--- config.mk ---
export PLATFORM = sky130hd
export DESIGN_NAME = exeMemReg
export DESIGN_NICKNAME = d
export VERILOG_FILES = /design/src/memPipePkg.sv /design/src/exeMemReg.sv
export SDC_FILE = /design/constraint.sdc
export NUM_CORES = 1
export LEC_CHECK = 0
export BUFFER_PORTS_ARGS = -buffer_cell sky130_fd_sc_hd__clkbuf_2
export CORE_AREA = 8 8 155 157
export CTS_BUF_LIST = sky130_fd_sc_hd__clkbuf_4
export DETAILED_ROUTE_END_ITERATION = 12
export DIE_AREA = 0 0 163 165
export RECOVER_POWER = 100
export SETUP_SLACK_MARGIN = 0.5
export SKIP_CTS_REPAIR_TIMING = 1
export SYNTH_ARGS = -nofsm -noshare
export SYNTH_HDL_FRONTEND = slang
export SYNTH_SLANG_ARGS = --single-unit
--- constraint.sdc ---
create_clock -name clk -period 0.8 [get_ports clk]
set_clock_uncertainty 0.1 [all_clocks]
set_input_delay 0.04 -clock clk [delete_from_list [all_inputs] [get_ports clk]]
set_output_delay 0.04 -clock clk [all_outputs]
set_load 0.02 [all_outputs]
--- src/memPipePkg.sv ---
// memory pipeline shared types
package memPipePkg;

    // ########################################
    // plain vector types
    // ########################################

    typedef logic [31:0] wordT;   // data word or byte address
    typedef logic [4:0]  regIdxT; // general register index

    // default RAM depth as a word-address width, 1K words
    localparam int DefRamAddrBits = 10;

    // ########################################
    // operation encodings
    // ########################################

    typedef enum logic [2:0] {
        ldNone,
        ldByteS,
        ldByteU,
        ldHalfS,
        ldHalfU,
        ldWord
    } loadTypeE;

    typedef enum logic [1:0] {
        stNone,
        stByte,
        stHalf,
        stWord
    } storeTypeE;

    // which value reaches the register file
    typedef enum logic [1:0] {
        wbAlu,
        wbMem,
        wbHi,
        wbLo
    } wbSelE;

    // overflow arrives from execute, the address codes are raised here
    typedef enum logic [1:0] {
        excNone,
        excOverflow,
        excAddrLoad,
        excAddrStore
    } excCodeE;

    // ########################################
    // stage payloads
    // ########################################

    typedef struct packed {
        wordT      pc;
        wordT      instr;
        wordT      aluOut;     // effective address for loads and stores
        wordT      storeData;
        wordT      hi;
        wordT      lo;
        loadTypeE  loadType;
        storeTypeE storeType;
        regIdxT    dst;
        logic      regWr;
        wbSelE     wbSel;
        excCodeE   exc;
    } exeResultT;

    // what is left after the RAM access has been issued
    typedef struct packed {
        wordT     pc;
        wordT     aluOut;
        wordT     hi;
        wordT     lo;
        loadTypeE loadType;
        regIdxT   dst;
        logic     regWr;
        wbSelE    wbSel;
        excCodeE  exc;
    } memResultT;

    typedef struct packed {
        wordT    pc;
        regIdxT  dst;
        logic    regWr;
        wordT    data;
        excCodeE exc;
    } wbResultT;

endpackage

--- src/exeMemReg.sv ---
// EXE/MEM pipeline register
`timescale 1ns/1ns

module exeMemReg (
    input  logic                  clk,
    input  logic                  arstN,
    input  logic                  exeValid,
    input  memPipePkg::exeResultT exeResult,
    input  logic                  memFlush,
    output logic                  memValid,
    output memPipePkg::exeResultT memItem
);

    // ########################################
    // valid flag
    // ########################################

    // a flush wins over a strobe in the same cycle
    always_ff @(posedge clk or negedge arstN) begin
        if (!arstN) begin
            memValid <= 1'b0;
        end else if (memFlush) begin
            memValid <= 1'b0;
        end else begin
            memValid <= exeValid; // an idle cycle becomes a bubble
        end
    end

    // ########################################
    // payload
    // ########################################

    always_ff @(posedge clk or negedge arstN) begin
        if (!arstN) begin
            memItem <= '0;
        end else if (memFlush) begin
            memItem <= '0; // flushed slot carries a zero item
        end else begin
            memItem <= exeResult;
        end
    end

endmodule

==> run metrics <==
Yosys warning count=0; Layout area overhead=66.6%; cells along the critical path=buf_6; Crit Path Max Fanout=1; buffers plus inverters on the worst setup path=1; register area share after synthesis=75.0%; largest net degree at the start of global routing=31; top_reg_cell synth=dfrtp_1; layout cells sized above 1=between 60% and 70%; TritonCTS clock tree=done; post-route ant nets=0; Synth Instances=about 440; Mapped Nets=650; Clock Sinks=around 210; # IOs=between 400 and 500; grt total ovfl=0; Placed Cells=between 1000 and 1500; # nets final=~1200; fin worst setup slack=-0.521 ns; vias in the first global route=5537; total negative slack=-94.02 ns; HP Class=in -> async; detailed-placement wirelength estimate=between 15000 and 20000 um; Detailed Routing Iterations Pass 1=4; vias per inst=slightly above 4; top cells by area, synth=dfrtp_1, nor2b_2, nor2b_1; violated checks=negative hold slack, negative setup slack; Least-Margin Pin Slew=approximately 0.8 ns; Via Count=about 5000; Max-Cap Viols=0; status=finished, violations left; global-route wire length before repair=31000 um; clock-pin slew on the worst setup and hold paths=roughly 0.060 ns; leakage=5.96 nW; CP startpoint kind=flop; CTS buffer count=53; drc violations=0; number of synthesized flops with an enable pin=0; Crit path required time=around 0.66 ns; Async SR Flop Fraction=between 90% and 100%; Final Non-Filler Cells=1259; largest area contributor in the netlist=dfrtp_1; DIE HEIGHT=165 um; maximum vdd drop=~0.0016 V; GR Util met2=26.4%; die area=0.0269 sq mm; Hold Vio Cnt, Final=between 200 and 300; IO Port Bufs=418; Die Wd=~160 um; dpl ws=-0.0678 ns; CP delay by family, top=flip-flops; fin crit share=165%; Pins Over Slew Limit=0; Syn Std Cell Area=0.00694 sq mm; CP Capture Type=output pin; most frequent cells after synthesis=dfrtp_1, nor2b_1, nor2b_2, buf_6, buf_2; CTS Root Cell=clkbuf_4; RePlAce Congestion=between 0.7 and 0.8; Routed WL per cell=17.7 um; CTS max path bufs=3; total power=between 20 and 25 mW; global-route usage over all layers=around 15%; Relative slew margins=~47%; Period minus WS final=between 1 and 1.5 ns; H-Tree Depth=2; CP Class=reg -> out; met3 Use GR=8.45%; Critical-path top delay cell=dfrtp_1; Total Wirelength=between 20000 and 25000 um; FMAX=~0.76 GHz; Initial Util=about a third; Core Area=0.0215 sq mm; top-area cell type share of the netlist area=75.0%; RSZ-0062 raised after global routing=true; initial antenna violation count=1; met1 Track Usage GR=between 10 and 15%; top-count cell post-synth=dfrtp_1; Worst EP arrival=1.18 ns; CP max stage delay=around 0.41 ns; syn avg cell area=15.8 sq um; Iter 0 DRT Violations=115; worst hold slack=-0.591 ns; gr busiest metal=met2; synth unique cells=5; pwr/cell area=about 2000 mW/mm^2; Final setup viols=approximately 210; Yosys reg bits=around 210; num rows=between 50 and 60
## final cells by class
cell class / count / area, sq um
fillers: 1838 / 9920
flip-flops and latches: 208 / 5200
repair buffers: 479 / 3850
multi-input cells: 208 / 1520
clock buffers: 79 / 593
well taps: 280 / 350
clock inverters: 4 / 42.5
diodes: 1 / 2.50
## registers in the layout, indices dropped and copies added (netlist names)
name	flops
memItem	207
memValid	1
## cells in the final DEF, fill, tap and decap left out, drive strengths merged
cell type / instances
dfrtp: 208
dlygate4sd3: 30
buf: 210
clkinv: 3
diode: 1
bufinv: 1
nor2b: 208
clkbuf: 318
## layer usage
| layer | up-vias | part of all wire [%] |
|---|---|---|
| li1 | 2359 | - |
| met5 | - | 0 |
| met4 | 0 | 2.4 |
| met2 | 282 | 53 |
| met3 | 43 | 13 |
| met1 | 2428 | 32 |
## stage by stage
stage | utilization, % | cell area [sq um]
2_1_floorplan | - | 7020
3_3_place_gp | 44.5 | 9560
3_5_place_dp | 44.5 | 9560
4_1_cts | 47.5 | 10200
5_1_grt | 53.8 | 11600
6_report | 53.8 | 11600
## power breakdown
group,internal (mW),switching (mW)
Clock,4.74,3.82
Combinational,1.82,1.70
Sequential,11.1,0.262
## kinds of logic (layout without fill, tap and decap cells)
kind of cell           Yosys count  in the layout  synth area share [%]
buffers and inverters           23            562                  3.01
DFF                            208            208                  75.0
other                            0              1                     0
and+or+nand+nor                208            208                  22.0
## path summary, 6_finish.rpt
path / end / from / depth (start not counted)
worst max-delay path: memItem[38] / memItem[38] / 1
worst min-delay path: memItem[62] / arstN / 1
max in group asynchronous: memItem[191] / arstN / 2
min in group clk: memItem[176] / exeResult[176] / 2
(Power assumes the default switching activity.)
