File: src/memPipePkg.sv
// memory pipeline shared types
package memPipePkg;

    // ########################################
    // plain vector types
    // ########################################

    typedef logic [31:0] wordT;   // data word or byte address
    typedef logic [4:0]  regIdxT; // general register index

    // default RAM depth as a word-address width, 1K words
    localparam int DefRamAddrBits = 10;

    // ########################################
    // operation encodings
    // ########################################

    typedef enum logic [2:0] {
        ldNone,
        ldByteS,
        ldByteU,
        ldHalfS,
        ldHalfU,
        ldWord
    } loadTypeE;

    typedef enum logic [1:0] {
        stNone,
        stByte,
        stHalf,
        stWord
    } storeTypeE;

    // which value reaches the register file
    typedef enum logic [1:0] {
        wbAlu,
        wbMem,
        wbHi,
        wbLo
    } wbSelE;

    // overflow arrives from execute, the address codes are raised here
    typedef enum logic [1:0] {
        excNone,
        excOverflow,
        excAddrLoad,
        excAddrStore
    } excCodeE;

    // ########################################
    // stage payloads
    // ########################################

    typedef struct packed {
        wordT      pc;
        wordT      instr;
        wordT      aluOut;     // effective address for loads and stores
        wordT      storeData;
        wordT      hi;
        wordT      lo;
        loadTypeE  loadType;
        storeTypeE storeType;
        regIdxT    dst;
        logic      regWr;
        wbSelE     wbSel;
        excCodeE   exc;
    } exeResultT;

    // what is left after the RAM access has been issued
    typedef struct packed {
        wordT     pc;
        wordT     aluOut;
        wordT     hi;
        wordT     lo;
        loadTypeE loadType;
        regIdxT   dst;
        logic     regWr;
        wbSelE    wbSel;
        excCodeE  exc;
    } memResultT;

    typedef struct packed {
        wordT    pc;
        regIdxT  dst;
        logic    regWr;
        wordT    data;
        excCodeE exc;
    } wbResultT;

endpackage

File: src/memWbStage.sv
// MEM/WB register and writeback select
`timescale 1ns/1ns

module memWbStage (
    input  logic                  clk,
    input  logic                  arstN,
    input  logic                  stageValid,
    input  memPipePkg::memResultT stageItem,
    input  memPipePkg::wordT      ramRdata,
    output logic                  wbValid,
    output memPipePkg::wbResultT  wbResult
);

    import memPipePkg::*;

    memResultT    wbItem;
    logic [7:0]   loadByte;
    logic [15:0]  loadHalf;
    wordT         loadData;
    wordT         selData;

    // ########################################
    // stage register
    // ########################################

    always_ff @(posedge clk or negedge arstN) begin
        if (!arstN) begin
            wbValid <= 1'b0;
            wbItem  <= '0;
        end else begin
            wbValid <= stageValid;
            wbItem  <= stageItem;
        end
    end

    // ########################################
    // load extraction
    // ########################################

    // ramRdata lines up with wbItem, both came from the same edge
    assign loadByte = ramRdata[{wbItem.aluOut[1:0], 3'b000} +: 8];
    assign loadHalf = ramRdata[{wbItem.aluOut[1], 4'b0000} +: 16];

    always_comb begin
        case (wbItem.loadType)
            ldByteS: loadData = {{24{loadByte[7]}}, loadByte};
            ldByteU: loadData = {24'd0, loadByte};
            ldHalfS: loadData = {{16{loadHalf[15]}}, loadHalf};
            ldHalfU: loadData = {16'd0, loadHalf};
            ldWord:  loadData = ramRdata;
            default: loadData = '0;
        endcase
    end

    // ########################################
    // writeback select
    // ########################################

    always_comb begin
        case (wbItem.wbSel)
            wbMem:   selData = loadData;
            wbHi:    selData = wbItem.hi;
            wbLo:    selData = wbItem.lo;
            default: selData = wbItem.aluOut;
        endcase
        if (wbItem.exc != excNone) begin
            selData = '0; // excepted items carry no data
        end
    end

    assign wbResult.pc    = wbItem.pc;
    assign wbResult.dst   = wbItem.dst;
    assign wbResult.regWr = wbItem.regWr;
    assign wbResult.data  = selData;
    assign wbResult.exc   = wbItem.exc;

endmodule

File: config.mk
export PLATFORM = sky130hd
export DESIGN_NAME = memWbStage
export DESIGN_NICKNAME = d
export VERILOG_FILES = /design/src/memPipePkg.sv /design/src/memWbStage.sv
export SDC_FILE = /design/constraint.sdc
export NUM_CORES = 1
export LEC_CHECK = 0
export BUFFER_PORTS_ARGS = -buffer_cell sky130_fd_sc_hd__buf_2
export CELL_PAD_IN_SITES_DETAIL_PLACEMENT = 1
export CELL_PAD_IN_SITES_GLOBAL_PLACEMENT = 2
export CORE_UTILIZATION = 29
export CTS_BUF_LIST = sky130_fd_sc_hd__clkbuf_16
export DETAILED_ROUTE_END_ITERATION = 8
export PLACE_DENSITY_LB_ADDON = 0.1
export SYNTH_ARGS = -nofsm -noshare
export SYNTH_HDL_FRONTEND = slang
export SYNTH_SLANG_ARGS = --single-unit
export TNS_END_PERCENT = 20
File: constraint.sdc
create_clock -name clk -period 2.3 [get_ports clk]
set_input_delay 0.46 -clock clk [delete_from_list [all_inputs] [get_ports clk]]
set_output_delay 0.46 -clock clk [all_outputs]
set_load 0.01 [all_outputs]
==> results.md <==
* Vias in the first global route at around 5000
* Root Buffer: clkbuf_16
* Cell taking the most area after synthesis: dfrtp_1
* Commonest non-fill, non-tap cell in the layout: buf_2
* Netlist Area Pre-Place at about 5500 um2
* Routed wire length at 19200 um
* P_leak at 0.00378 uW
* Most frequent cells in the layout: buf_2, dfrtp_1, a21oi_1
* Core area at about 19000 um2
* Main combinational cell family by area after synthesis: compound AO/OA/AOI/OAI gates
* Share of cells above drive strength 1 at 55.8%
* Syn. warnings at 0
* Largest net degree at the start of global routing at 51
* H-tree Lvls at 4
* Worst Hold Class: in2reg
* Initial core utilization at approximately 30%
* GRT Residual Overflow at 0
* WHS at 136 ps
* CTS max path bufs at 2
* Die Y at roughly 140 um
* Finished Core Util at 42.9%
* Total global-route track usage at 20.6%
* PnR worst setup slack at -344 ps
* Min Tclk post-route at 2640 ps
* Fraction of the mapped netlist area in compound gates at 19.9%
* Layout Area Growth over Synthesis at 45.3%
* Die area at 19500 um2
* First-pass GRT wire length at 29300 um
* CTS tree: done
* Top post-synthesis cells by area: dfrtp_1, buf_4, o221ai_1, a21oi_1, a2bb2oi_1
* Crit path max fanout at 5
* Final Hold Fails at 0
* DRT iter0 DRCs at 211
* Post-synthesis share of cell area spent on xor and xnor gates at less than 1%
* Post-route ant nets at 0
* DR vias at 4578
* RSZ-0062 raised after global routing: yes
* Final period utilization at 115%
* Clock sink total at between 100 and 150
* Synthesized instance count at 439
* Simple-gate share of the synthesized area at 4.84%
* Failing checks: negative setup slack
* Yosys top cell area share at between 60 and 70%
* Total nets after synthesis at 615
* Standard-cell rows at 50
* Data arrival, critical path at 2180 ps
* Worst-Margin Slew at between 400 and 500 ps
* Placed Area at 6950 um2
* Crit path launch type: register
* Register area share after synthesis at 64.5%
* Worst relative slew slack at approximately 70%
* Critical Path End Type: primary output
* Antenna violations before repair at 1
* Synth Area per Inst at 12.5 um2
* Detailed placer's ending HPWL at 14200 um
* # IOs at 249
* Max-Cap Viols at 0
* Fmax at 378 MHz
* Max IR drop VDD at 0.466 mV
* Adder-cell share of the synthesized area at 0%
* Kind of critical path: reg2out
* Nets@finish at 865
* FF+latch count, synth at between 100 and 150
* Setup TNS at -8480 ps
* DR pass1 iterations at 4
* Num CTS Buffers at 17
* Post-route cell area at 8000 um2
* Yosys cell types at 37
* Routed vias/inst at 4.89
* DR WL/cell at just over 20 um
* Slew Viols, Final at 0
* Die width at about 140 um
* Reg clk slew, reported paths at 70 ps
* Setup violators final at 32
* Gpl congestion at 0.830
* DRC at 0
* Worst EP required at about 1800 ps
* Dpl ws at -102 ps
* Mux cell area share after synthesis at 2.20%
* IO Port Bufs at approximately 250
* Power Density at 782 nW/um2
* Status: finished, violations left
[layer usage]
metal,part of all wire [%],track usage (%)
met5,0,0
met4,1.8,6.82
met3,6.2,7.05
met2,51,34.9
met1,41,24.3
[power breakdown]
| part | total [uW] | leakage (uW) | internal, uW | switching (uW) |
|---|---|---|---|---|
| sequential | 2670 | 0.00165 | 2620 | 49.5 |
| clock | 2790 | 0.000283 | 1630 | 1160 |
| combinational | 797 | 0.00184 | 370 | 427 |
| total | 6260 | 0.00378 | 4630 | 1630 |
[critical path: stages, from the launching register on]
cell and delay, ps:
dfrtp_2 480, a2111oi_4 420, buf_4 220, buf_6 110
buf_6 80, o221ai_2 80, a31oi_2 200, buf_2 170
[cell families after synthesis]
logic type             count (synthesis)
AND/OR/NAND/NOR                       58
XOR/XNOR                               1
AO/OA/AOI/OAI                        155
flip-flops                           142
buffers and inverters                 73
multiplexers                          10
[cell type report]
cell class,count,area [um2]
diodes,2,5.00
clock buffers,17,425
clock inverters,14,169
fillers,2067,10600
inverters,3,11.3
multi-input cells,224,1730
flip-flops and latches,142,3560
well taps,234,293
repair buffers,301,1810
[synthesized netlist by cell type, drive strengths merged]
cell	instances
dfrtp	142
a21oi	55
buf	52
nand2	35
o221ai	32
a2bb2oi	31
clkbuf	18
o21ai	16
a31oi	14
mux2	7
nor2	6
nor2b	4
inv	3
nand2b	3
a2111oi	2
mux2i	2
nor3	2
a211oi	1
a32o	1
and2	1
and3	1
and3b	1
and4b	1
mux4	1
nand3	1
nand3b	1
o211ai	1
o22ai	1
o2bb2ai	1
or2	1
or3b	1
xnor2	1
[path summary, 6_finish.rpt]
kind,from,endpoint,slack (ps),depth (start not counted)
worst max-delay path,wbItem[12]$_DFF_PN0_,wbResult[2],-340,7
worst min-delay path,stageItem[140],wbResult[71]$_DFF_PN0_,140,1
max in group asynchronous,arstN,wbItem[10]$_DFF_PN0_,1090,3
min in group asynchronous,arstN,wbItem[44]$_DFF_PN0_,540,2
[flip-flops by register name, indices dropped and copies added, names as in the netlist]
signal    count
wbItem      101
wbResult     40
wbValid       1
[metrics by stage]
step,cells,power (uW)
after floorplan,439,3040
after global placement,888,3420
after detailed placement,888,3430
after CTS,930,6320
after global routing,936,6530
final,937,6260
[what timing repair did]
action,CTS,global route
setup buffers,8,5
hold buffers,1,0
endpoints found under the setup margin,32,32
pin swaps,10,9
cloned,2,0
gates resized for setup,42,26
endpoints found under the hold margin,46,0
(Power assumes the default switching activity.)
