--- config.mk ---
export PLATFORM = sky130hd
export DESIGN_NAME = memAccess
export DESIGN_NICKNAME = d
export VERILOG_FILES = /design/src/memPipePkg.sv /design/src/memAccess.sv
export SDC_FILE = /design/constraint.sdc
export NUM_CORES = 1
export LEC_CHECK = 0
export BUFFER_PORTS_ARGS = -buffer_cell sky130_fd_sc_hd__buf_2
export CORE_AREA = 10 10 147 149
export DETAILED_ROUTE_END_ITERATION = 8
export DIE_AREA = 0 0 157 159
export PLACE_DENSITY = 0.5
export SLEW_MARGIN = 20
export SYNTH_ARGS = -nofsm -noshare
export SYNTH_HDL_FRONTEND = slang
export SYNTH_SLANG_ARGS = --single-unit
--- constraint.sdc ---
create_clock -name vclk -period 1.15
set_input_delay 0.115 -clock vclk [all_inputs]
set_output_delay 0.115 -clock vclk [all_outputs]
set_load 0.01 [all_outputs]
--- src/memPipePkg.sv ---
// memory pipeline shared types
package memPipePkg;

    // ########################################
    // plain vector types
    // ########################################

    typedef logic [31:0] wordT;   // data word or byte address
    typedef logic [4:0]  regIdxT; // general register index

    // default RAM depth as a word-address width, 1K words
    localparam int DefRamAddrBits = 10;

    // ########################################
    // operation encodings
    // ########################################

    typedef enum logic [2:0] {
        ldNone,
        ldByteS,
        ldByteU,
        ldHalfS,
        ldHalfU,
        ldWord
    } loadTypeE;

    typedef enum logic [1:0] {
        stNone,
        stByte,
        stHalf,
        stWord
    } storeTypeE;

    // which value reaches the register file
    typedef enum logic [1:0] {
        wbAlu,
        wbMem,
        wbHi,
        wbLo
    } wbSelE;

    // overflow arrives from execute, the address codes are raised here
    typedef enum logic [1:0] {
        excNone,
        excOverflow,
        excAddrLoad,
        excAddrStore
    } excCodeE;

    // ########################################
    // stage payloads
    // ########################################

    typedef struct packed {
        wordT      pc;
        wordT      instr;
        wordT      aluOut;     // effective address for loads and stores
        wordT      storeData;
        wordT      hi;
        wordT      lo;
        loadTypeE  loadType;
        storeTypeE storeType;
        regIdxT    dst;
        logic      regWr;
        wbSelE     wbSel;
        excCodeE   exc;
    } exeResultT;

    // what is left after the RAM access has been issued
    typedef struct packed {
        wordT     pc;
        wordT     aluOut;
        wordT     hi;
        wordT     lo;
        loadTypeE loadType;
        regIdxT   dst;
        logic     regWr;
        wbSelE    wbSel;
        excCodeE  exc;
    } memResultT;

    typedef struct packed {
        wordT    pc;
        regIdxT  dst;
        logic    regWr;
        wordT    data;
        excCodeE exc;
    } wbResultT;

endpackage

--- src/memAccess.sv ---
// memory access stage
`timescale 1ns/1ns

module memAccess #(
    parameter int ramAddrBits = 10
) (
    input  logic                   memValid,
    input  memPipePkg::exeResultT  memItem,
    output logic                   ramEn,
    output logic [3:0]             ramWe,
    output logic [ramAddrBits-1:0] ramAddr,
    output memPipePkg::wordT       ramWdata,
    output logic                   stageValid,
    output memPipePkg::memResultT  stageItem
);

    import memPipePkg::*;

    logic       preExc;    // code already set by execute
    logic       loadMis;
    logic       storeMis;
    logic       doAccess;
    logic       isMemOp;
    logic [3:0] byteEn;

    assign preExc  = (memItem.exc != excNone);
    assign isMemOp = (memItem.loadType != ldNone) || (memItem.storeType != stNone);

    // ########################################
    // alignment check
    // ########################################

    always_comb begin
        case (memItem.loadType)
            ldHalfS, ldHalfU: loadMis = memItem.aluOut[0];
            ldWord:           loadMis = |memItem.aluOut[1:0];
            default:          loadMis = 1'b0; // byte loads are always aligned
        endcase
        case (memItem.storeType)
            stHalf:  storeMis = memItem.aluOut[0];
            stWord:  storeMis = |memItem.aluOut[1:0];
            default: storeMis = 1'b0;
        endcase
    end

    // only clean items in a valid slot touch the RAM
    assign doAccess = memValid && !preExc && !loadMis && !storeMis;

    // ########################################
    // RAM request
    // ########################################

    always_comb begin
        case (memItem.storeType)
            stByte:  byteEn = 4'b0001 << memItem.aluOut[1:0];
            stHalf:  byteEn = memItem.aluOut[1] ? 4'b1100 : 4'b0011;
            stWord:  byteEn = 4'b1111;
            default: byteEn = 4'b0000;
        endcase
        // the data is copied into every lane, the enables pick the lanes that land
        case (memItem.storeType)
            stByte:  ramWdata = {4{memItem.storeData[7:0]}};
            stHalf:  ramWdata = {2{memItem.storeData[15:0]}};
            default: ramWdata = memItem.storeData;
        endcase
    end

    assign ramEn   = doAccess && isMemOp;
    assign ramWe   = doAccess ? byteEn : 4'b0000;
    assign ramAddr = memItem.aluOut[ramAddrBits+1:2]; // word index, wraps with RAM size

    // ########################################
    // pass to MEM/WB
    // ########################################

    always_comb begin
        stageItem.pc       = memItem.pc;
        stageItem.aluOut   = memItem.aluOut;
        stageItem.hi       = memItem.hi;
        stageItem.lo       = memItem.lo;
        stageItem.loadType = memItem.loadType;
        stageItem.dst      = memItem.dst;
        stageItem.wbSel    = memItem.wbSel;
        stageItem.exc      = memItem.exc;
        stageItem.regWr    = memItem.regWr;
        if (!preExc && loadMis) begin
            stageItem.exc   = excAddrLoad;
            stageItem.regWr = 1'b0;
        end else if (!preExc && storeMis) begin
            stageItem.exc   = excAddrStore;
            stageItem.regWr = 1'b0;
        end
    end

    assign stageValid = memValid;

endmodule

==> results of run 1 <==
-- Yosys cell counts --
| library cell | number | area share |
|---|---|---|
| buf_4 | 158 | 0.64 |
| inv_1 | 13 | 0.027 |
| a21oi_1 | 10 | 0.027 |
| nand2_1 | 10 | 0.020 |
| nor2_1 | 9 | 0.018 |
| a22o_1 | 8 | 0.038 |
| a22oi_1 | 8 | 0.033 |
| o22ai_1 | 8 | 0.027 |
| buf_2 | 6 | 0.016 |
| ha_1 | 5 | 0.034 |
| o21ai_0 | 4 | 0.011 |
| nand3_1 | 3 | 0.0082 |
| nor3_1 | 3 | 0.0082 |
| a211oi_1 | 2 | 0.0082 |
| nand4b_1 | 2 | 0.0095 |
| a21o_1 | 1 | 0.0041 |
| a21o_2 | 1 | 0.0048 |
| a2bb2oi_2 | 1 | 0.0082 |
| and2_1 | 1 | 0.0034 |
| and2b_1 | 1 | 0.0041 |
| clkbuf_1 | 1 | 0.0020 |
| nand2b_1 | 1 | 0.0034 |
| nand4b_2 | 1 | 0.0082 |
| nor3b_2 | 1 | 0.0068 |
| nor4b_1 | 1 | 0.0048 |
| o211ai_2 | 1 | 0.0068 |
| o21ai_4 | 1 | 0.0088 |
| o21bai_1 | 1 | 0.0041 |
-- what timing repair did --
| action | CTS | global route |
|---|---|---|
| resized for setup | 39 | 17 |
| pin swaps | 8 | 10 |
| setup buffers | 1 | 0 |
| endpoints found under the hold margin | 0 | 0 |
| setup endpoints to repair | 32 | 32 |
-- cell type report --
type	count	area, µm²	share of cell area
inverters	13	63.8	0.0337
diodes	1	2.50	0.00132
well taps	234	293	0.155
multi-input cells	84	743	0.393
repair buffers	119	790	0.417
-- routing by layer --
metal / share of wire / global-route usage / vias to the layer above
li1: - / - / 611
met1: 0.29 / 0.0465 / 607
met2: 0.43 / 0.0841 / 155
met3: 0.17 / 0.0353 / 82
met4: 0.10 / 0.0579 / 2
met5: 0.0047 / 0.0124 / -
-- critical path: cells and delay by family --
family                     cells  cell delay (ns)
and+or+nand+nor                1             0.18
buffers and inverters          4             0.46
adders and majority gates      1             0.20
AOI/OAI and AO/OA              1             0.25
-- stage by stage --
stage          utilization  std cells  power (W)
6_report             0.102        451   0.000854
5_1_grt              0.102        450   0.000930
4_1_cts             0.0968        450   0.000840
3_5_place_dp        0.0876        449   0.000762
3_3_place_gp        0.0876        449   0.000760
2_1_floorplan            -        262   0.000867
-- cell families (layout without fill, tap and decap cells) --
| family | count (synthesis) | after routing | share of synthesized area |
|---|---|---|---|
| compound gates | 46 | 46 | 0.181 |
| fa+ha+maj | 5 | 5 | 0.0340 |
| buf+inv | 178 | 132 | 0.690 |
| other cells | 0 | 1 | 0 |
| simple gates | 33 | 33 | 0.0952 |
-- power breakdown --
part	internal (W)	switching [W]	leakage (nW)	total, W
clock	0.0000000000523	0	0.00000480	0.0000000000523
sequential	0	0	0	0
combinational	0.000416	0.000438	0.857	0.000854
total	0.000416	0.000438	0.857	0.000854
-- how the worst max path moves through the flow --
| stage | start | to | cells past startpoint |
|---|---|---|---|
| after floorplan | memItem[10] | ramWe[0] | 4 |
| after global placement | memItem[10] | ramWe[0] | 8 |
| after detailed placement | memItem[10] | ramWe[0] | 8 |
| after CTS | memItem[10] | ramWdata[14] | 7 |
| after global routing | memItem[10] | ramWdata[8] | 7 |
| final | memItem[10] | ramWdata[8] | 7 |
==> impl_metrics.json, run 1 <==
{
  "status": "finished, violations left",
  "violations": "negative setup slack",
  "pwr_density_cell_nw_per_um2": 451,
  "hold_buffers": 0,
  "max_slew_margin": 0.793,
  "grt_usage": 0.0556,
  "max_freq_mhz": 751,
  "ys_warn_count": 0,
  "max-vdd-ir-drop_mv": 0.124,
  "cp_common_cell": "buf_12",
  "dieArea_um2": 25000,
  "tightest_slew_ns": 0.309,
  "die_w_um": 157,
  "drt.antenna.violating_nets": 0,
  "drt_iter0_drc": 48,
  "grt_pass1_wl_um": 10500,
  "drv_cap": 0,
  "synth.cell_area_um2": 1840,
  "holdWs_ns": 0.230,
  "routed_wl_um": 7950,
  "nNetsFinal": 431,
  "rsz0062_at_grt": "true",
  "min_path_cells": 0,
  "critPathCaptureType": "output port",
  "hpwl_um": 6870,
  "drive_gt1_frac": 0.690,
  "netlist_instances": 262,
  "wl_per_cell_um": 17.6,
  "pre_cts_slack_ns": -0.435,
  "ys_seq_area_frac": 0,
  "layout_common_cells": "buf_2 (82), buf_4 (24), inv_1 (11), nand2_1 (9)",
  "ios": 397,
  "routed-via-count": 1457,
  "antenna_found_initial": 0,
  "coreArea_um2": 18600,
  "synth_cell_types": 28,
  "critPathMaxFanout": 8,
  "worst_slack_ns": -0.182,
  "grt_start_max_net_pins": 12,
  "finalMaxSlewViolations": 0,
  "setup_viol": 32,
  "worstHoldEndpoint": "stageItem[100]",
  "cpPeakStageDelay_ns": 0.25,
  "die_y_um": 159,
  "area_growth_pct": 2.86,
  "grt_pass1_vias": 1578,
  "place_area_um2": 1630,
  "startpoint_type": "input port",
  "route.detailed.drc": 0,
  "final.fill_count": 2174,
  "fin_setup_tns_ns": -3.19,
  "synth_area_per_cell_um2": 7.02,
  "dr.pass1.iters": 4,
  "synth_fp_nets": 475,
  "rows": 50,
  "p_leak_nw": 0.857,
  "fin_crit_ns": 1.33,
  "regArea_um2": 0,
  "critPathKind": "input port to output port",
  "overflow": 0,
  "worst-endpoint-required_ns": 1.03,
  "worstHoldStart": "memItem[134]",
  "final_common_cell": "buf_2",
  "num-clock-buffers": 0,
  "path_cells": "buf_12 -> inv_8 -> ha_4 -> buf_12 -> and2_4 -> a22o_1 -> buf_2",
  "finalHoldViolCount": 0,
  "gp_congestion": 0.717,
  "period_share": 1.16,
  "hp-class": "input port to output port",
  "seq_cells": 0,
  "worstPathArrival_ns": 1.22,
  "postLayoutCellArea_um2": 1890,
  "portBuffers": 89,
  "vias_per_cell": 3.23,
  "worst_path_max_delay_cell": "a22o_1",
  "initial_core_util": 0.0990
}
Power figures use the tool's default switching activity.
==> inputs of run 2 (changes only) <==
--- a/config.mk
+++ b/config.mk
@@ -5,6 +5,7 @@
 export SDC_FILE = /design/constraint.sdc
 export NUM_CORES = 1
 export LEC_CHECK = 0
+export ABC_AREA = 1
 export BUFFER_PORTS_ARGS = -buffer_cell sky130_fd_sc_hd__buf_2
 export CORE_AREA = 10 10 147 149
 export DETAILED_ROUTE_END_ITERATION = 8
==> impl_metrics.json, run 2 <==
{
  "p_int_w": 0.000489,
  "p_leak_nw": 1.03,
  "synth.cell_area_um2": 1840,
  "cpPeakStageDelay_ns": 0.32,
  "ys_seq_area_frac": 0,
  "synth_commonest_cells": "buf_4 (157), inv_1 (43), nand2_1 (25)",
  "pre_cts_slack_ns": -0.371,
  "status": "finished, violations left",
  "final_util": 0.114,
  "grt_usage": 0.0550,
  "synth_area_per_cell_um2": 6.31,
  "overflow": 0,
  "ys_warn_count": 0,
  "cp_common_cell": "buf_12",
  "portBuffers": 89,
  "pwr_density_cell_nw_per_um2": 470,
  "grt_start_max_net_pins": 9,
  "diodes": 0,
  "wl_per_cell_um": 15.9,
  "critPathCaptureType": "output port",
  "area_growth_pct": 14.6,
  "die_y_um": 159,
  "tightest_slew_ns": 0.224,
  "synth_area_leaders": "buf_4 (64%), inv_1 (8.8%), o21ai_0 (5.4%), o22ai_1 (5.4%), nand2_1 (5.1%)",
  "die_w_um": 157,
  "route.detailed.drc": 0,
  "drive_gt1_frac": 0.707,
  "yosysTopAreaCellShare": 0.640,
  "netlist_instances": 292,
  "period_share": 1.09,
  "num-clock-buffers": 0,
  "dr.pass1.iters": 3,
  "ios": 397,
  "routed-via-count": 1460,
  "max_slew_margin": 0.851,
  "max_freq_mhz": 794,
  "drv_cap": 0,
  "clkPwrFrac": 0,
  "setup_viol": 31,
  "gp_congestion": 0.676,
  "hp-class": "input port to output port",
  "worst_path_max_delay_cell": "ha_4",
  "worst_slack_ns": -0.109,
  "max-vdd-ir-drop_mv": 0.163,
  "power.share.sequential": 0,
  "rsz0062_at_grt": "true",
  "comb_power_share": 1.000,
  "hold_buffers": 0,
  "coreArea_um2": 18600,
  "drt.antenna.violating_nets": 0,
  "violations": "negative setup slack",
  "rows": 50,
  "grt_pass1_wl_um": 10500,
  "hpwl_um": 6430,
  "worstPathArrival_ns": 1.14,
  "dieArea_um2": 25000,
  "regArea_um2": 0,
  "finalHoldViolCount": 0,
  "switching_share": 0.507,
  "startpoint_type": "input port",
  "nNetsFinal": 457,
  "initial_core_util": 0.0991,
  "worst-endpoint-required_ns": 1.03,
  "final.fill_count": 2130,
  "critPathKind": "input port to output port",
  "path_cells": "buf_12 -> inv_8 -> ha_4 -> buf_12 -> buf_12 -> nand2_4 -> o21ai_2 -> buf_2",
  "grt_pass1_vias": 1658,
  "layout_common_cells": "buf_2 (78), inv_1 (39), nand2_1 (14), buf_6 (11), buf_4 (10)",
  "synth_fp_nets": 505,
  "yosysMostFrequentCell": "buf_4",
  "vias_per_cell": 3.07,
  "yosysTopAreaCell": "buf_4",
  "fin_total_pwr_w": 0.000992,
  "routed_wl_um": 7550,
  "power_switching_w": 0.000503,
  "critPathMaxFanout": 8,
  "synth_cell_types": 18,
  "finalMaxSlewViolations": 0,
  "fin_crit_ns": 1.26,
  "seq_cells": 0,
  "drt_iter0_drc": 40,
  "antenna_found_initial": 0,
  "final_common_cell": "buf_2",
  "holdWs_ns": 0.230
}
run 2: metal layers:
metal	vias to the layer above	routed length, µm	track usage
met2	154	3590	0.0957
li1	644	-	-
met4	0	513	0.0369
met1	603	2420	0.0501
met5	-	0	0
met3	59	1020	0.0251
run 2: logic make-up after synthesis:
kind of cell | Yosys count | share of synthesized area
compound gates | 42 | 0.127
fa+ha+maj | 5 | 0.0340
buf+inv | 205 | 0.738
simple gates | 40 | 0.101
run 2: final cells by class:
class,instances,area (µm²),share of cell area
Multi-Input combinational cell,87,832,0.394
Tap cell,234,293,0.139
Inverter,45,184,0.0871
Timing Repair Buffer,110,802,0.380
run 2: path summary, 6_finish.rpt:
path / start / cells after the start / to / slack [ns]
setup / recovery: memItem[11] / 8 / ramWdata[10] / -0.11
hold / removal: memItem[43] / 0 / stageItem[41] / 0.23
run 2: power by group through the flow:
| stage | registers [W] | logic, W | clock network, W |
|---|---|---|---|
| 6_report | 0 | 0.000992 | 0 |
| 5_1_grt | 0 | 0.00109 | 0 |
| 4_1_cts | 0 | 0.000848 | 0 |
| 3_5_place_dp | 0 | 0.000677 | 0 |
| 3_3_place_gp | 0 | 0.000679 | 0 |
| 2_1_floorplan | 0 | 0.000822 | 0 |
run 2: critical path: cells and delay by family:
| kind | cells | cell delay (ns) |
|---|---|---|
| AOI/OAI and AO/OA | 1 | 0.05 |
| adders and majority gates | 1 | 0.32 |
| and+or+nand+nor | 1 | 0.06 |
| buffers and inverters | 5 | 0.58 |
run 2: metrics by stage:
stage / cells / area (µm²) / setup TNS [ns]
CTS: 476 / 1840 / -2.51
detailed placement: 470 / 1550 / -8.82
global route: 476 / 2110 / -3.98
finish: 476 / 2110 / -1.99
global placement: 470 / 1550 / -8.78
floorplan: 292 / 1840 / 0
run 2: what timing repair did:
item,in CTS,in global routing
gates resized for setup,65,61
setup endpoints to repair,32,32
cloned,1,0
pin swaps,12,11
buffers inserted,5,0
==> inputs of run 3 (changes only) <==
--- a/config.mk
+++ b/config.mk
@@ -6,11 +6,11 @@
 export NUM_CORES = 1
 export LEC_CHECK = 0
 export ABC_AREA = 1
-export BUFFER_PORTS_ARGS = -buffer_cell sky130_fd_sc_hd__buf_2
-export CORE_AREA = 10 10 147 149
+export CORE_AREA = 10 10 144 146
 export DETAILED_ROUTE_END_ITERATION = 8
-export DIE_AREA = 0 0 157 159
-export PLACE_DENSITY = 0.5
+export DIE_AREA = 0 0 154 156
+export DONT_BUFFER_PORTS = 1
+export PLACE_DENSITY = 0.31
 export SLEW_MARGIN = 20
 export SYNTH_ARGS = -nofsm -noshare
 export SYNTH_HDL_FRONTEND = slang
==> constraint.sdc (replaced) <==
create_clock -name vclk -period 1.4
set_input_delay 0.14 -clock vclk [all_inputs]
set_output_delay 0.14 -clock vclk [all_outputs]
set_load 0.01 [all_outputs]
==> impl_metrics.json, run 3 (synthesized netlist as in run 2, its figures left out) <==
{
  "critPathKind": "input port to output port",
  "finalHoldViolCount": 0,
  "fin_crit_ns": 1.35,
  "layout_common_cells": "inv_1 (41), buf_4 (29), nand2_1 (23), o21ai_0 (20), o22ai_1 (16)",
  "area_growth_pct": -30.2,
  "grt_start_max_net_pins": 17,
  "startpoint_type": "input port",
  "nNetsFinal": 382,
  "period_share": 0.966,
  "grt_usage": 0.0477,
  "worstPathArrival_ns": 1.21,
  "drt.antenna.violating_nets": 0,
  "hp-class": "input port to output port",
  "coreArea_um2": 17800,
  "final_cells": 396,
  "route.detailed.drc": 0,
  "rsz0062_at_grt": "true",
  "max-vdd-ir-drop_mv": 0.103,
  "routed-via-count": 1193,
  "grt_pass1_vias": 1352,
  "dieArea_um2": 24000,
  "tightest_slew_ns": 0.290,
  "die_y_um": 156,
  "pre_cts_slack_ns": -0.111,
  "ios": 397,
  "worst_slack_ns": 0.0474,
  "dp_cells": 392,
  "drive_gt1_frac": 0.317,
  "initial_core_util": 0.103,
  "fin_setup_tns_ns": 0,
  "gp_congestion": 0.758,
  "diodes": 0,
  "postLayoutCellArea_um2": 1290,
  "max_freq_mhz": 739,
  "crit_end": "ramWdata[17]",
  "power_switching_w": 0.000240,
  "final.fill_count": 2101,
  "hold_buffers": 0,
  "clkPwrFrac": 0,
  "die_w_um": 154,
  "num-clock-buffers": 0,
  "critPathMaxFanout": 8,
  "place_area_um2": 1180,
  "grt_pass1_wl_um": 8830,
  "hpwl_um": 5570,
  "rows": 49,
  "pwr_density_cell_nw_per_um2": 344,
  "portBuffers": 0,
  "multiInputGateArea_um2": 509,
  "min_path_cells": 0,
  "final_common_cell": "inv_1",
  "drt_iter0_drc": 29,
  "p_leak_nw": 0.595,
  "p_int_w": 0.000203,
  "drv_cap": 0,
  "setup_viol": 0,
  "overflow": 0,
  "status": "finished, final reports clean",
  "vias_per_cell": 3.01,
  "setup.worst_path.start": "memItem[10]",
  "seq_cells": 0,
  "power.share.sequential": 0,
  "regArea_um2": 0,
  "worst-endpoint-required_ns": 1.26,
  "holdWs_ns": 0.280,
  "critPathCaptureType": "output port",
  "switching_share": 0.541,
  "dr.pass1.iters": 5,
  "finalMaxSlewViolations": 0,
  "antenna_found_initial": 0,
  "wl_per_cell_um": 16.4,
  "max_slew_margin": 0.807,
  "comb_power_share": 1.000,
  "routed_wl_um": 6480
}
==> run 3: changes by cell type in the layout (fill, tap and decap cells not counted), sizes merged <==
cell      change
clkinvlp      +2
inv           -2
buf          -75
==> run 3: routing by layer <==
layer,global-route usage,wire length (µm)
met1,0.0346,1790
met5,0,0
met2,0.0848,3150
met4,0.0310,371
met3,0.0367,1160
==> run 3: power groups by stage <==
stage / combinational [W] / sequential [W] / clock, W
floorplan: 0.000675 / 0 / 0
global placement: 0.000422 / 0 / 0
detailed placement: 0.000425 / 0 / 0
CTS: 0.000450 / 0 / 0
global route: 0.000497 / 0 / 0
finish: 0.000443 / 0 / 0
==> run 3: worst min path at each step <==
stage | from | endpoint
2_1_floorplan | memItem[113] | ramAddr[0]
3_3_place_gp | memItem[134] | stageItem[100]
3_5_place_dp | memItem[134] | stageItem[100]
4_1_cts | memItem[134] | stageItem[100]
5_1_grt | memItem[53] | stageItem[51]
6_report | memItem[14] | stageItem[12]
==> run 3: repair_timing <==
item,CTS,global route
gates resized for setup,9,6
setup endpoints to repair,21,19
endpoints found under the hold margin,0,0
gates cloned,0,0
setup buffers,4,1
pin swaps,5,0
==> run 3: through the flow <==
stage | utilization | power (W)
finish | 0.0721 | 0.000443
floorplan | - | 0.000675
global route | 0.0721 | 0.000497
global placement | 0.0663 | 0.000422
detailed placement | 0.0663 | 0.000425
CTS | 0.0708 | 0.000450
==> run 3: final cells by class <==
type               count  area share
multi-input cells     87       0.396
well taps            229       0.223
repair buffers        35       0.242
inverters             45       0.139
==> run 3: critical path, stage by stage <==
cell and delay [ns]:
clkinvlp_4 0.09, ha_2 0.39, o21ai_1 0.12, buf_12 0.17
o22ai_1 0.15, buf_4 0.16
